File: src/uart_aes_settings.svh
// ====================
// Shared constants for the UART front end of a 128-bit AES core
// Clock divider assumes 100 MHz and 9600 baud
// ====================
`ifndef UART_AES_SETTINGS_SVH
`define UART_AES_SETTINGS_SVH

// Clocks per serial bit period
`define UA_CLKS_PER_BIT 10416

// Header byte plus 16 key bytes plus 16 data bytes
`define UA_CMD_BYTES 33

// Bytes in one 128-bit block
`define UA_BLOCK_BYTES 16

// Byte count at which the core enable rises
`define UA_EN_BYTE 30

`endif

File: src/uart_aes_pkg.sv
// ====================
// Types shared by the UART command front end
// ====================
package uart_aes_pkg;

  typedef logic [7:0]   byte_t;
  typedef logic [127:0] block_t;

  // First byte of a command frame
  typedef struct packed {
    logic [6:0] reserved;
    logic       aes_reset;  // Request one-cycle core reset
  } cmd_header_t;

  // Same received byte seen as header or as raw payload
  typedef union packed {
    byte_t       raw;
    cmd_header_t hdr;
  } cmd_byte_u;

  // Everything driven into the AES core
  typedef struct packed {
    logic   rstn;
    logic   en;
    logic   kdrdy;
    block_t kin;
    block_t din;
  } aes_ctrl_t;

  typedef struct packed {
    logic  valid;  // One-cycle strobe
    byte_t data;
  } rx_byte_t;

endpackage

File: src/uart_rx.sv
// ====================
// 8N1 receiver with no back-pressure. CLKS_PER_BIT must be 4 or more
// Bytes with a low stop bit are dropped
// ====================
`include "uart_aes_settings.svh"

module uart_rx import uart_aes_pkg::*; #(
  parameter int CLKS_PER_BIT = `UA_CLKS_PER_BIT
) (
  input  logic     CLK,
  input  logic     NRST,
  input  logic     rx,
  output rx_byte_t rx_byte
);

  localparam int CW = $clog2(CLKS_PER_BIT);
  localparam logic [CW-1:0] BIT_LAST = CW'(CLKS_PER_BIT - 1);
  localparam logic [CW-1:0] BIT_HALF = CW'(CLKS_PER_BIT / 2);

  typedef enum logic [1:0] {RX_IDLE, RX_START, RX_DATA, RX_STOP} rx_state_e;

  rx_state_e     state;
  logic [2:0]    rx_sync;  // Two sync stages plus one for edge detect
  logic [CW-1:0] bit_cnt;
  logic [2:0]    bit_idx;
  byte_t         shift_q;
  logic          valid_q;
  logic          line;
  logic          fall;

  assign line = rx_sync[1];
  assign fall = rx_sync[2] & ~rx_sync[1];

  // Idle line is high
  always_ff @(posedge CLK or negedge NRST) begin
    if (!NRST) begin
      rx_sync <= '1;
    end else begin
      rx_sync <= {rx_sync[1:0], rx};
    end
  end

  always_ff @(posedge CLK or negedge NRST) begin
    if (!NRST) begin
      state   <= RX_IDLE;
      bit_cnt <= '0;
      bit_idx <= '0;
      valid_q <= 1'b0;
    end else begin
      valid_q <= 1'b0;
      bit_cnt <= bit_cnt + 1'b1;
      case (state)
        RX_IDLE: begin
          bit_cnt <= '0;
          if (fall) begin
            state <= RX_START;
          end
        end
        RX_START: begin
          // Mid start bit, later samples land mid-bit
          if (bit_cnt == BIT_HALF) begin
            bit_cnt <= '0;
            bit_idx <= '0;
            state   <= line ? RX_IDLE : RX_DATA;  // High here means a glitch
          end
        end
        RX_DATA: begin
          if (bit_cnt == BIT_LAST) begin
            bit_cnt <= '0;
            bit_idx <= bit_idx + 1'b1;
            if (bit_idx == 3'd7) begin
              state <= RX_STOP;
            end
          end
        end
        RX_STOP: begin
          if (bit_cnt == BIT_LAST) begin
            valid_q <= line;  // Framing error drops the byte
            state   <= RX_IDLE;
          end
        end
        default: state <= RX_IDLE;
      endcase
    end
  end

  // LSB arrives first
  always_ff @(posedge CLK) begin
    if (state == RX_DATA && bit_cnt == BIT_LAST) begin
      shift_q <= {line, shift_q[7:1]};
    end
  end

  assign rx_byte.valid = valid_q;
  assign rx_byte.data  = shift_q;

endmodule

File: src/cmd_assembler.sv
// ====================
// Expects 33-byte frames back to back with no resync
// A lost byte shifts every later frame
// ====================
`include "uart_aes_settings.svh"

module cmd_assembler import uart_aes_pkg::*; (
  input  logic      CLK,
  input  logic      NRST,
  input  rx_byte_t  rx_byte,
  output aes_ctrl_t aes_ctrl
);

  localparam int BW = $clog2(`UA_CMD_BYTES);
  localparam int IW = $clog2(`UA_BLOCK_BYTES);
  localparam logic [BW-1:0] LAST_BYTE = BW'(`UA_CMD_BYTES - 1);
  localparam logic [BW-1:0] EN_BYTE   = BW'(`UA_EN_BYTE);
  localparam logic [BW-1:0] KEY_LAST  = BW'(`UA_BLOCK_BYTES);

  cmd_byte_u     rx_word;
  cmd_header_t   hdr_q;
  logic          hdr_stb;  // High the cycle after the header byte
  logic [BW-1:0] byte_cnt;
  logic [IW-1:0] key_idx;
  logic [IW-1:0] data_idx;
  logic          en_q;
  logic          kdrdy_q;
  block_t        kin_q;
  block_t        din_q;

  assign rx_word.raw = rx_byte.data;
  assign key_idx     = IW'(byte_cnt - BW'(1));
  assign data_idx    = IW'(byte_cnt - BW'(`UA_BLOCK_BYTES + 1));

  always_ff @(posedge CLK or negedge NRST) begin
    if (!NRST) begin
      byte_cnt <= '0;
      hdr_stb  <= 1'b0;
      en_q     <= 1'b0;
      kdrdy_q  <= 1'b0;
      kin_q    <= '0;
      din_q    <= '0;
    end else begin
      hdr_stb <= 1'b0;
      kdrdy_q <= 1'b0;
      if (rx_byte.valid) begin
        if (byte_cnt == LAST_BYTE) begin
          byte_cnt <= '0;
          kdrdy_q  <= 1'b1;  // Frame complete
        end else begin
          byte_cnt <= byte_cnt + 1'b1;
        end
        if (byte_cnt == EN_BYTE) begin
          en_q <= 1'b1;  // Sticky until NRST
        end
        if (byte_cnt == '0) begin
          hdr_stb <= 1'b1;
        end else if (byte_cnt <= KEY_LAST) begin
          kin_q[8*key_idx +: 8] <= rx_word.raw;
        end else begin
          din_q[8*data_idx +: 8] <= rx_word.raw;
        end
      end
    end
  end

  always_ff @(posedge CLK) begin
    if (rx_byte.valid && byte_cnt == '0) begin
      hdr_q <= rx_word.hdr;
    end
  end

  assign aes_ctrl.rstn  = ~(hdr_stb & hdr_q.aes_reset);
  assign aes_ctrl.en    = en_q;
  assign aes_ctrl.kdrdy = kdrdy_q;
  assign aes_ctrl.kin   = kin_q;
  assign aes_ctrl.din   = din_q;

endmodule

File: src/uart_tx.sv
// ====================
// 8N1 transmitter. tx_valid is accepted only when idle
// ====================
`include "uart_aes_settings.svh"

module uart_tx import uart_aes_pkg::*; #(
  parameter int CLKS_PER_BIT = `UA_CLKS_PER_BIT
) (
  input  logic  CLK,
  input  logic  NRST,
  input  logic  tx_valid,
  input  byte_t tx_data,
  output logic  tx_credit,
  output logic  tx
);

  localparam int CW = $clog2(CLKS_PER_BIT);
  localparam logic [CW-1:0] BIT_LAST = CW'(CLKS_PER_BIT - 1);

  typedef enum logic [1:0] {TX_IDLE, TX_START, TX_DATA, TX_STOP} tx_state_e;

  tx_state_e     state;
  logic [CW-1:0] bit_cnt;
  logic [2:0]    bit_idx;
  byte_t         shift_q;
  logic          tx_q;
  logic          credit_q;
  logic          bit_end;

  assign bit_end = (bit_cnt == BIT_LAST);

  always_ff @(posedge CLK or negedge NRST) begin
    if (!NRST) begin
      state    <= TX_IDLE;
      bit_cnt  <= '0;
      bit_idx  <= '0;
      tx_q     <= 1'b1;
      credit_q <= 1'b0;
    end else begin
      credit_q <= 1'b0;
      bit_cnt  <= bit_cnt + 1'b1;
      case (state)
        TX_IDLE: begin
          bit_cnt <= '0;
          if (tx_valid) begin
            tx_q  <= 1'b0;  // Start bit
            state <= TX_START;
          end
        end
        TX_START, TX_DATA: begin
          if (bit_end) begin
            bit_cnt <= '0;
            if (state == TX_START) begin
              bit_idx <= '0;
              tx_q    <= shift_q[0];
              state   <= TX_DATA;
            end else if (bit_idx == 3'd7) begin
              tx_q  <= 1'b1;  // Stop bit
              state <= TX_STOP;
            end else begin
              bit_idx <= bit_idx + 1'b1;
              tx_q    <= shift_q[0];
            end
          end
        end
        TX_STOP: begin
          if (bit_end) begin
            credit_q <= 1'b1;  // Ready for the next byte
            state    <= TX_IDLE;
          end
        end
        default: state <= TX_IDLE;
      endcase
    end
  end

  always_ff @(posedge CLK) begin
    if (state == TX_IDLE && tx_valid) begin
      shift_q <= tx_data;
    end else if (state != TX_IDLE && bit_end) begin
      shift_q <= {1'b1, shift_q[7:1]};
    end
  end

  assign tx        = tx_q;
  assign tx_credit = credit_q;

endmodule

File: src/result_serializer.sv
// ====================
// A dvld_aes rise while bytes are still being issued is ignored
// ====================
`include "uart_aes_settings.svh"

module result_serializer import uart_aes_pkg::*; (
  input  logic   CLK,
  input  logic   NRST,
  input  block_t dout_aes,
  input  logic   dvld_aes,
  input  logic   tx_credit,
  output logic   tx_valid,
  output byte_t  tx_data
);

  localparam int IW = $clog2(`UA_BLOCK_BYTES);
  localparam logic [IW-1:0] LAST_IDX = IW'(`UA_BLOCK_BYTES - 1);

  logic          dvld_q;
  logic          busy;
  logic          credit;  // One byte in flight at most
  logic          valid_q;
  logic [IW-1:0] byte_idx;
  block_t        block_q;
  byte_t         data_q;
  logic          capture;
  logic          issue;

  assign capture = dvld_aes & ~dvld_q & ~busy;
  assign issue   = busy & credit;

  always_ff @(posedge CLK or negedge NRST) begin
    if (!NRST) begin
      dvld_q   <= 1'b0;
      busy     <= 1'b0;
      credit   <= 1'b1;
      valid_q  <= 1'b0;
      byte_idx <= '0;
    end else begin
      dvld_q  <= dvld_aes;
      valid_q <= issue;
      if (issue) begin
        credit <= 1'b0;
      end else if (tx_credit) begin
        credit <= 1'b1;
      end
      if (capture) begin
        busy     <= 1'b1;
        byte_idx <= '0;
      end else if (issue) begin
        byte_idx <= byte_idx + 1'b1;
        if (byte_idx == LAST_IDX) begin
          busy <= 1'b0;  // Last byte handed over
        end
      end
    end
  end

  always_ff @(posedge CLK) begin
    if (capture) begin
      block_q <= dout_aes;
    end
    if (issue) begin
      data_q <= block_q[8*byte_idx +: 8];  // Byte 0 first
    end
  end

  assign tx_valid = valid_q;
  assign tx_data  = data_q;

endmodule

File: src/uart_aes_if.sv
// ====================
// UART command front end for a 128-bit AES encryption core
// ====================
`include "uart_aes_settings.svh"

module uart_aes_if import uart_aes_pkg::*; #(
  parameter int CLKS_PER_BIT = `UA_CLKS_PER_BIT
) (
  input  logic   CLK,
  input  logic   NRST,
  input  logic   rx_uart,
  input  block_t dout_aes,
  input  logic   dvld_aes,
  output logic   tx_uart,
  output logic   en_aes,
  output logic   rstn_aes,
  output logic   kdrdy_aes,
  output block_t kin_aes,
  output block_t din_aes
);

  rx_byte_t  rx_byte;
  aes_ctrl_t aes_ctrl;
  logic      tx_valid;
  logic      tx_credit;
  byte_t     tx_data;

  uart_rx #(.CLKS_PER_BIT(CLKS_PER_BIT)) u_rx (
    .CLK    (CLK),
    .NRST   (NRST),
    .rx     (rx_uart),
    .rx_byte(rx_byte)
  );

  cmd_assembler u_cmd (
    .CLK     (CLK),
    .NRST    (NRST),
    .rx_byte (rx_byte),
    .aes_ctrl(aes_ctrl)
  );

  result_serializer u_ser (
    .CLK      (CLK),
    .NRST     (NRST),
    .dout_aes (dout_aes),
    .dvld_aes (dvld_aes),
    .tx_credit(tx_credit),
    .tx_valid (tx_valid),
    .tx_data  (tx_data)
  );

  uart_tx #(.CLKS_PER_BIT(CLKS_PER_BIT)) u_tx (
    .CLK      (CLK),
    .NRST     (NRST),
    .tx_valid (tx_valid),
    .tx_data  (tx_data),
    .tx_credit(tx_credit),
    .tx       (tx_uart)
  );

  // Core side control
  assign rstn_aes  = aes_ctrl.rstn;
  assign en_aes    = aes_ctrl.en;
  assign kdrdy_aes = aes_ctrl.kdrdy;
  assign kin_aes   = aes_ctrl.kin;
  assign din_aes   = aes_ctrl.din;

endmodule

File: config.mk
export PLATFORM = sky130hd
export DESIGN_NAME = uart_aes_if
export DESIGN_NICKNAME = d
export VERILOG_FILES = /design/src/uart_aes_pkg.sv /design/src/uart_rx.sv /design/src/cmd_assembler.sv /design/src/uart_tx.sv /design/src/result_serializer.sv /design/src/uart_aes_if.sv
export VERILOG_INCLUDE_DIRS = /design/src
export SDC_FILE = /design/constraint.sdc
export NUM_CORES = 1
export LEC_CHECK = 0
export BUFFER_PORTS_ARGS = -buffer_cell sky130_fd_sc_hd__clkbuf_2
export CAP_MARGIN = 15
export CORE_MARGIN = 3
export CORE_UTILIZATION = 42
export DETAILED_ROUTE_END_ITERATION = 8
export PLACE_DENSITY = 0.74
export SYNTH_ARGS = -nofsm -noshare
export SYNTH_HDL_FRONTEND = slang
export SYNTH_HIERARCHICAL = 1
export SYNTH_SLANG_ARGS = --single-unit
File: constraint.sdc
create_clock -name CLK -period 12.03 [get_ports CLK]
set_clock_uncertainty 0.2 [all_clocks]
set_input_delay 1.8045 -clock CLK [delete_from_list [all_inputs] [get_ports CLK]]
set_output_delay 1.8045 -clock CLK [all_outputs]
set_load 0.02 [all_outputs]
==> results.md, run 1 <==
* Outcome: finished, final reports clean
* Post-layout min period at 4410 ps
* Crit path from: u_cmd/byte_cnt[0]
* Leak pwr at 10.9 nW
* Hold path start: u_rx/rx_sync[0]
* Area Overhead vs Synth at 21.0%
* Critical-path top delay cell: a211oi_2
* Measured slew at the worst slew-check pin at 1140 ps
* First-pass GRT wire length at 75,100 microns
* Root buf cell: clkbuf_16
* Port Buffer Count at 391
* Worst Hold Path EP: u_rx/rx_sync[1]
* Reg2reg end: u_cmd/kin_q[1]
* Final setup fails at 0
* Site Rows at 78
* RSZ-0062 raised after global routing: no
* Worst r2r src: u_cmd/byte_cnt[0]
* Count leader, synth: dfrtp_1
* Setup WS pre-CTS at 7670 ps
* Register area share after synthesis at 64.0%
* Final worst-path cycle share at 36.7%
* Max-slew headroom at 23.5%
* Internal power at 2.60 mW
* R2R cell count at 9
* Data required, critical path at 12,280 ps
* Peak supply drop at 136 uV
* Routed length per placed instance at 20.5 microns
* DR pass1 iterations at 5
* Switching part of the total at 21.8%
* Initial antenna violation count at 2
* Distinct cells, synth at 81
* Remaining antenna violation count at 0
* Total congestion overflow at 0
* Sink Count at 470
* Synthesized area per cell at 15.2 sq um
* Power per cell area at 140 nW/um^2
* #FFs+latches synth at 470
* Vias per std cell at 5.22
* CTS clk-pin slew, worst paths at 60 ps
* Num CTS Buffers at 48
* Top cell by count, worst path: ha_1
* Fmax at 227 MHz
* Clock share of power at 44.6%
* Logic pwr share at 3.8%
* Vias in the first global route at 12,800
* Switch Pwr at 0.723 mW
* GP Congestion at 0.882
* Syn_nets at 1,437
* # DRC at 0
* Worst hold stages at 0
* Async S/R FF share, synth at 67.4%
* Clock Latency Late Sink at 580 ps
* FF-to-FF setup slack at 7620 ps
* Post_cts resized at 0
* EDFF count, synth at 153
* Die height at 222 microns
* Yosys top cell area share at 39.9%
* Min-delay worst type: flip-flop to flip-flop
* Core ar. at 45,700 sq um
* Cell Area, Synth at 19,600 sq um
* Post-synth top area cell: dfrtp_1
* Synthesis Warnings at 6
* Final wirelength at 47,700 microns
* Seq pwr share at 51.6%
* Share of layout cells above drive strength 1 at 45.4%
* Max FO, Critical Path at 16
* Crit end category: flip-flop
* Synth Instances at 1,286
* Via count at 12,200
* Fin. Hold Viols at 0
* CTS H-tree depth at 2
* CTS tree: done
* Worst path max stage delay at 670 ps
* Area contributors post-synth: dfrtp_1, edfxtp_1, mux2_2
* Global Route Usage Sum at 19.3%
* Critical path class: flip-flop to flip-flop
* Setup TNS at 0 ps
* Die Wd at 222 microns
* Final worst setup slack at 7620 ps
* Primary FF master, synth: dfrtp_1
* Slew Viols, Final at 0
* Worst Setup Start Kind: flip-flop
* CP arrival at 4670 ps
* IO Count at 392
* Largest net degree at the start of global routing at 96
* Nets at 1,842
* Die area at 49,200 sq um
* Setup bufs post-CTS at 0
* Final HPWL DP at 34,600 microns
* CTS hold repair buffers at 0
* Cell Chain, Critical Path: inv_2 > ha_1 > xor2_1 > nor2_1 > ha_1 > nand2b_1 > or4_1 > a211oi_2 > mux2_2
* Initial Util at 42.9%
* N_diodes at 0
* Tot Pwr at 3.32 mW
* Iter 0 DRT Violations at 811
* Clk buf depth at 3
* Most frequent cells after synthesis: dfrtp_1, mux2_2, edfxtp_1
* # Max-Cap Violations at 0
[layout make-up]
type                    instances  area, sq um
fillers                      3808        22000
repair buffers                401         2040
multi-input cells             733         6640
inverters                      37          139
flip-flops and latches        470        12500
well taps                     600          751
clock inverters                22          223
clock buffers                  65         1370
[per-layer routing]
layer  vias up  global-route usage (%)  wire (microns)
li1       5519                       -               -
met1      6104                    24.8           19500
met2       443                    32.0           23300
met3        88                    5.48            3530
met4         2                    6.07            1310
met5         -                       0              13
[critical path, delay by kind of cell, from the launching register on]
family	cells	cell delay, ps
simple gates	3	950
fa+ha+maj	2	910
compound gates	1	670
flops	1	550
mux	1	420
xor+xnor	1	310
buf+inv	1	270
[power by group through the flow]
stage	clock network, mW	logic [mW]	registers [mW]
final	1.48	0.127	1.71
after global routing	1.59	0.144	1.72
after CTS	1.52	0.130	1.71
after detailed placement	0	0.129	1.75
after global placement	0	0.125	1.74
after floorplan	0	0.0796	1.73
[cells by family (layout without fill, tap and decap cells)]
kind of cell    count (synthesis)  count (layout)  synth area share, %
xor+xnor                       36              36                 1.78
simple gates                  278             278                 8.32
buf+inv                        83             525                 2.17
fa+ha+maj                      19              19                 1.21
flops                         470             470                 64.0
compound gates                 86              86                 3.85
mux                           314             314                 18.7
[worst max-delay path by stage]
stage                                    to  slack (ps)  depth (start not counted)
after floorplan           u_ser/byte_idx[1]        4220                          2
after global placement       u_cmd/kin_q[3]        7840                          9
after detailed placement     u_cmd/kin_q[4]        7670                          9
after CTS                    u_cmd/kin_q[1]        7670                          9
after global routing         u_cmd/kin_q[6]        7320                          9
final                        u_cmd/kin_q[1]        7620                          9
[placed cells by master, fill, tap and decap left out, types with 25 or more instances in the layout]
cell / n
xnor2_1: 28
nor2b_1: 34
mux2i_1: 50
edfxtp_1: 153
mux2_2: 247
clkbuf_16: 48
clkbuf_2: 390
and2_1: 25
nand3_1: 25
inv_1: 34
dfrtp_1: 311
nor2_1: 45
nand2_1: 59
[sequential cells by signal (all words and copies together), names as in the netlist, 2 cells and up, named ones only]
signal	cells
u_ser/block_q	128
u_rx/shift_q	8
u_rx/rx_sync	3
u_tx/state	2
u_rx/bit_idx	3
u_rx/bit_cnt	14
u_tx/shift_q	8
u_cmd/din_q	128
u_tx/bit_cnt	14
u_tx/bit_idx	3
u_ser/byte_idx	4
u_cmd/byte_cnt	6
u_ser/tx_data	8
u_cmd/kin_q	128
[metrics by stage]
stage          utilization, %  cells  area, sq um  hold WS [ps]
6_report                 51.9   2328        23700           163
5_1_grt                  51.9   2328        23700           164
4_1_cts                  51.9   2327        23700           163
3_5_place_dp             48.4   2240        22100           155
3_3_place_gp             48.4   2240        22100           150
2_1_floorplan               -   1286        19600           145
Note: power is estimated with default switching activity, not from simulation.
==> run 2, diff against run 1 <==
--- a/config.mk
+++ b/config.mk
@@ -11,7 +11,7 @@
 export CORE_MARGIN = 3
 export CORE_UTILIZATION = 42
 export DETAILED_ROUTE_END_ITERATION = 8
-export PLACE_DENSITY = 0.74
+export PLACE_DENSITY = 0.72
 export SYNTH_ARGS = -nofsm -noshare
 export SYNTH_HDL_FRONTEND = slang
 export SYNTH_HIERARCHICAL = 1
==> constraint.sdc (replaced) <==
create_clock -name CLK -period 4.2 [get_ports CLK]
set_clock_uncertainty 0.2 [all_clocks]
set_input_delay 0.63 -clock CLK [delete_from_list [all_inputs] [get_ports CLK]]
set_output_delay 0.63 -clock CLK [all_outputs]
set_load 0.02 [all_outputs]
==> results.md, run 2 (synthesis gave the netlist of run 1 again) <==
* Initial antenna violation count at 0 (-2)
* Final HPWL DP at 34,700 microns (+0.23%)
* CTS H-tree depth at 2 (unchanged)
* Die Wd at 222 microns (unchanged)
* Final wirelength at 48,200 microns (+1.2%)
* Port Buffer Count at 391 (unchanged)
* Routed length per placed instance at 20.2 microns (-1.5%)
* Setup bufs post-CTS at 0 (unchanged)
* Final setup fails at 0 (unchanged)
* Share of layout cells above drive strength 1 at 44.7% (-0.73 points)
* Site Rows at 78 (unchanged)
* Remaining antenna violation count at 0 (unchanged)
* Violated checks: hold timing
* Die height at 222 microns (unchanged)
* Max FO, Critical Path at 10 (-6)
* Tot Pwr at 9.81 mW (+200%)
* Min-delay worst type: input pin to async pin
* Measured slew at the worst slew-check pin at 1120 ps (-12.7 ps)
* Reg2reg end: u_cmd/kin_q[26]
* Setup WS pre-CTS at 477 ps (-7190 ps)
* Global Route Usage Sum at 19.4% (+0.12 points)
* Fmax at 264 MHz (+16%)
* RSZ-0062 raised after global routing: no
* Sink Count at 470 (unchanged)
* Via count at 12,400 (+2.2%)
* Min Hold Slack at -39.5 ps (-203 ps)
* Post_cts resized at 0 (unchanged)
* Commonest non-fill, non-tap cell in the layout: clkbuf_2
* # Max-Cap Violations at 0 (unchanged)
* Crit end category: flip-flop
* Layout fillers at 3,686 (-3.2%)
* Vias in the first global route at 12,900 (+0.48%)
* Max-slew headroom at 25.2% (+1.6 points)
* Worst r2r src: u_cmd/byte_cnt[1]
* Fin util at 53.4% (+1.5 points)
* CP arrival at 4050 ps (-620 ps)
* Data required, critical path at 4460 ps (-7820 ps)
* Die area at 49,200 sq um (unchanged)
* Critical path class: flip-flop to flip-flop
* Num CTS Buffers at 50 (+4.2%)
* Core ar. at 45,700 sq um (unchanged)
* Crit path buf inv count at 3 (+2)
* R2R cell count at 10 (+1)
* Nets at 1,903 (+3.3%)
* Setup TNS at 0 ps (unchanged)
* Clock Latency Late Sink at 570 ps (about the same)
* DR pass1 iterations at 5 (unchanged)
* Vias per std cell at 5.19 (-0.57%)
* FF-to-FF setup slack at 410 ps (-7200 ps)
* Area Overhead vs Synth at 24.6%
* Worst Setup Start Kind: flip-flop
* GP Congestion at 0.840 (-4.7%)
* Iter 0 DRT Violations at 825 (+1.7%)
* Root buf cell: clkbuf_16
* Final worst-path cycle share at 90.2% (+54 points)
* Largest net degree at the start of global routing at 134 (+40%)
* IO Count at 392 (unchanged)
* Multi-input logic area at 6640 sq um (unchanged)
* First-pass GRT wire length at 75,600 microns (+0.68%)
* Peak supply drop at 381 uV (+180%)
* # DRC at 0 (unchanged)
* Largest regs: u_cmd/din_q x128, u_cmd/kin_q x128, u_ser/block_q x128
* Post-layout min period at 3790 ps (-625 ps)
* FF+latch area at 12,500 sq um (unchanged)
* Slew Viols, Final at 0 (unchanged)
* Commonest cells after routing, fill and taps aside: clkbuf_2, dfrtp_1, mux2_2
* Leak pwr at 11.3 nW (+2.8%)
* Outcome: finished, violations left
* Final worst setup slack at 412 ps (-7200 ps)
* Top delay family on crit path: simple AND/OR/NAND/NOR gates
* Fin. Hold Viols at 40 (+40)
* Power per cell area at 402 nW/um^2 (+190%)
* Cell Chain, Critical Path: inv_1 > ha_1 > nand2_1 > nor2_1 > ha_1 > buf_4 > clkinv_1 > nor2_1 > and4_1 > mux2_2
* Placed cell area at 22,200 sq um (+0.52%)
* Clk buf depth at 3 (unchanged)
* CTS clk-pin slew, worst paths at 60 ps (about the same)
* Crit path from: u_cmd/byte_cnt[1]
* CTS hold repair buffers at 47 (+47)
* Critical-path top delay cell: and4_1
* Initial Util at 42.9% (unchanged)
* CTS tree: done
* Final Instance Area at 24,400 sq um (+2.9%)
* N_diodes at 0 (unchanged)
* Worst path max stage delay at 550 ps (-120 ps)
* Total congestion overflow at 0 (unchanged)
## run 2: changes by cell type in the layout (fill, tap and decap cells not counted), moves of 3 or more
cell / delta
dlygate4sd3_1: +47
clkinv_1: -4
buf_4: +9
bufinv_16: +3
clkbuf_8: -5
clkbuf_16: +3
clkbuf_1: +5
## run 2: area by class of cell
| class | count | area share [%] |
|---|---|---|
| clock inverter | 24 | 1.26 |
| tap | 600 | 3.08 |
| timing repair buffer | 460 | 10.8 |
| inverter | 37 | 0.569 |
| multi-input combinational | 733 | 27.2 |
| sequential | 470 | 51.4 |
| clock buffer | 68 | 5.70 |
## run 2: through the flow
step                hold slack [ps]  std cells
finish                        -39.5       2392
global route                   6.39       2392
CTS                           0.160       2391
detailed placement              153       2252
global placement                159       2252
floorplan                       134       1286
## run 2: worst max-delay path by stage
stage                        to  slack, ps  depth (start not counted)
2_1_floorplan  u_ser/block_q[0]       -420                          1
3_3_place_gp     u_cmd/kin_q[3]        610                          9
3_5_place_dp     u_cmd/kin_q[7]        480                          9
4_1_cts          u_cmd/kin_q[7]        460                          9
5_1_grt          u_cmd/din_q[9]        260                         10
6_report        u_cmd/kin_q[26]        410                         10
## run 2: power by group
group          internal [mW]  leakage [nW]  switching, mW
registers               4.82          5.75         0.0957
clock network           2.70         0.824           1.79
logic                  0.191          4.69          0.214
## run 2: metal layers
metal | part of all wire (%) | vias to the layer above | routed length [microns] | GRT usage [%]
met4 | 2.8 | 0 | 1370 | 6.27
met1 | 41 | 6271 | 19900 | 25.2
met5 | 0 | - | 0 | 0
met2 | 49 | 423 | 23600 | 32.2
met3 | 6.8 | 77 | 3290 | 4.89
li1 | - | 5648 | - | -
==> run 3, diff against run 2 <==
--- a/config.mk
+++ b/config.mk
@@ -12,6 +12,7 @@
 export CORE_UTILIZATION = 42
 export DETAILED_ROUTE_END_ITERATION = 8
 export PLACE_DENSITY = 0.72
+export REMOVE_ABC_BUFFERS = 1
 export SYNTH_ARGS = -nofsm -noshare
 export SYNTH_HDL_FRONTEND = slang
 export SYNTH_HIERARCHICAL = 1
==> results.md, run 3 (synthesis gave the netlist of run 1 again) <==
* Internal power at 7.61 mW (-1.4%)
* Share of layout cells above drive strength 1 at 43.1% (-1.6 points)
* Data required, critical path at 4450 ps (about the same)
* Port Buffer Count at 391 (unchanged)
* Total congestion overflow at 0 (unchanged)
* Post-layout min period at 3900 ps (+111 ps)
* Root buf cell: clkbuf_16
* Met2 Resource Use GR at 34.5% (+2.3 points)
* # DRC at 0 (unchanged)
* Commonest non-fill, non-tap cell in the layout: clkbuf_2
* Reg2reg end: u_cmd/din_q[9]
* Area Overhead vs Synth at 27.3%
* Remaining antenna violation count at 0 (unchanged)
* Post_cts resized at 0 (unchanged)
* Largest regs: u_cmd/din_q x128, u_cmd/kin_q x128, u_ser/block_q x128
* Fin util at 54.6% (+1.2 points)
* CTS tree: done
* Initial Util at 42.9% (unchanged)
* Commonest cells after routing, fill and taps aside: clkbuf_2, dfrtp_1, mux2_2
* Die area at 49,200 sq um (unchanged)
* Largest net degree at the start of global routing at 139 (+3.7%)
* Critical path class: flip-flop to flip-flop
* CTS clk-pin slew, worst paths at 60 ps (about the same)
* Final setup fails at 0 (unchanged)
* Measured slew at the worst slew-check pin at 1070 ps (-47.6 ps)
* Dpl cells at 2,252 (unchanged)
* R2R cell count at 9 (-1)
* Site Rows at 78 (unchanged)
* Final worst-path cycle share at 92.8% (+2.6 points)
* GR Util met1 at 26.8% (+1.6 points)
* Clock share of power at 44.7% (-1.1 points)
* Worst r2r src: u_cmd/byte_cnt[1]
* Power per cell area at 390 nW/um^2 (-2.9%)
* Top delay family on crit path: simple AND/OR/NAND/NOR gates
* Fin. Hold Viols at 0 (-100%)
* # Max-Cap Violations at 0 (unchanged)
* Leak pwr at 11.5 nW (+1.9%)
* Clk buf depth at 3 (unchanged)
* Routed length per placed instance at 20.9 microns (+3.9%)
* RSZ-0062 raised after global routing: no
* Post-Layout Cell Count at 2,450 (+2.4%)
* Switching part of the total at 21.8% (+0.47 points)
* Worst path max stage delay at 600 ps (+50 ps)
* Max-slew headroom at 28.3% (+3.2 points)
* Initial antenna violation count at 3 (+3)
* CTS H-tree depth at 2 (unchanged)
* Max FO, Critical Path at 11 (+1)
* Iter 0 DRT Violations at 867 (+5.1%)
* Final HPWL DP at 34,700 microns (about the same)
* Fmax at 256 MHz (-2.8%)
* Layout fillers at 3,633 (-1.4%)
* IO Count at 392 (unchanged)
* Seq pwr share at 50.4% (+0.3 points)
* Sink Count at 470 (unchanged)
* Outcome: finished, final reports clean
* Global Route Usage Sum at 20.6% (+1.1 points)
* Final wirelength at 51,300 microns (+6.4%)
* Via count at 12,700 (+2.2%)
* Peak supply drop at 354 uV (-7.0%)
* Num CTS Buffers at 48 (-4.0%)
* Switch Pwr at 2.13 mW (+1.4%)
* Logic pwr share at 4.9% (+0.8 points)
* Slew Viols, Final at 0 (unchanged)
* Cell Chain, Critical Path: inv_1 > ha_1 > nand2_1 > nor2_1 > ha_1 > clkinv_1 > nor2_1 > nand3_1 > mux2_2
* Crit path buf inv count at 2 (-1)
* Met3 usage at 4.89% (unchanged)
* Core ar. at 45,700 sq um (unchanged)
* Most used routing layer: met2
* Worst Setup Start Kind: flip-flop
* First-pass GRT wire length at 79,900 microns (+5.7%)
* Min-delay worst type: input pin to async pin
* FF-to-FF setup slack at 300 ps (-110 ps)
* Clock Latency Late Sink at 580 ps (about the same)
* Nets at 1,960 (+3.0%)
* Tot Pwr at 9.73 mW (-0.77%)
* Vias in the first global route at 13,400 (+3.9%)
* GP Congestion at 0.837 (-0.37%)
* Die height at 222 microns (unchanged)
* Crit end category: flip-flop
* DR pass1 iterations at 5 (unchanged)
* CP arrival at 4150 ps (+100 ps)
* Critical-path top delay cell: ha_1
* Die Wd at 222 microns (unchanged)
* Vias per std cell at 5.18 (-0.21%)
[run 3: changes by cell type in the layout (fill, tap and decap cells not counted), sizes merged, moves of 2 or more]
cell / change
dlygate4sd3: +59
bufinv: -2
clkinv: -2
diode: +2
[run 3: layer usage]
layer  up-vias  wire [microns]  part of all wire [%]
met5         -               0                     0
met4         0            1290                   2.5
met3        77            3320                   6.5
met2       462           25200                    49
met1      6401           21500                    42
li1       5753               -                     -
[run 3: power by group through the flow]
stage               clock (mW)  sequential (mW)  combinational (mW)
floorplan                    0             4.99               0.185
global placement             0             4.99               0.379
detailed placement           0             4.99               0.389
CTS                       4.45             4.90               0.469
global route              4.63             4.91               0.526
finish                    4.36             4.90               0.473
[run 3: through the flow]
step                      worst slack [ps]  instance area [sq um]  hold slack (ps)  setup TNS [ps]
after detailed placement               307                  22200              158               0
after global routing                  77.1                  24900             14.3               0
after floorplan                      -7340                  19300              134         -908870
after CTS                              288                  24900            0.355               0
final                                  301                  24900             4.79               0
after global placement                 435                  22200              164               0
[run 3: repair_timing]
item	in CTS	in global routing
hold endpoints to repair	106	0
hold buffers	106	0
setup endpoints to repair	0	0
buffers inserted	0	0
[run 3: worst max-delay path by stage]
stage	start	to	slack, ps	depth (start not counted)
after floorplan	dvld_aes	u_ser/byte_idx[1]	-7340	2
after global placement	u_cmd/byte_cnt[1]	u_cmd/din_q[8]	440	9
after detailed placement	u_cmd/byte_cnt[1]	u_cmd/din_q[24]	310	9
after CTS	u_cmd/byte_cnt[1]	u_cmd/din_q[9]	290	9
after global routing	u_cmd/byte_cnt[1]	u_cmd/din_q[28]	80	9
final	u_cmd/byte_cnt[1]	u_cmd/din_q[9]	300	9
[run 3: layout make-up]
cell class | count | area, sq um | share of cell area, %
clock inverters | 19 | 235 | 0.943
inverters | 37 | 139 | 0.557
well taps | 600 | 751 | 3.01
clock buffers | 70 | 1390 | 5.59
diodes | 2 | 5.00 | 0.0201
flip-flops and latches | 470 | 12500 | 50.3
multi-input cells | 733 | 6630 | 26.6
repair buffers | 519 | 3240 | 13.0
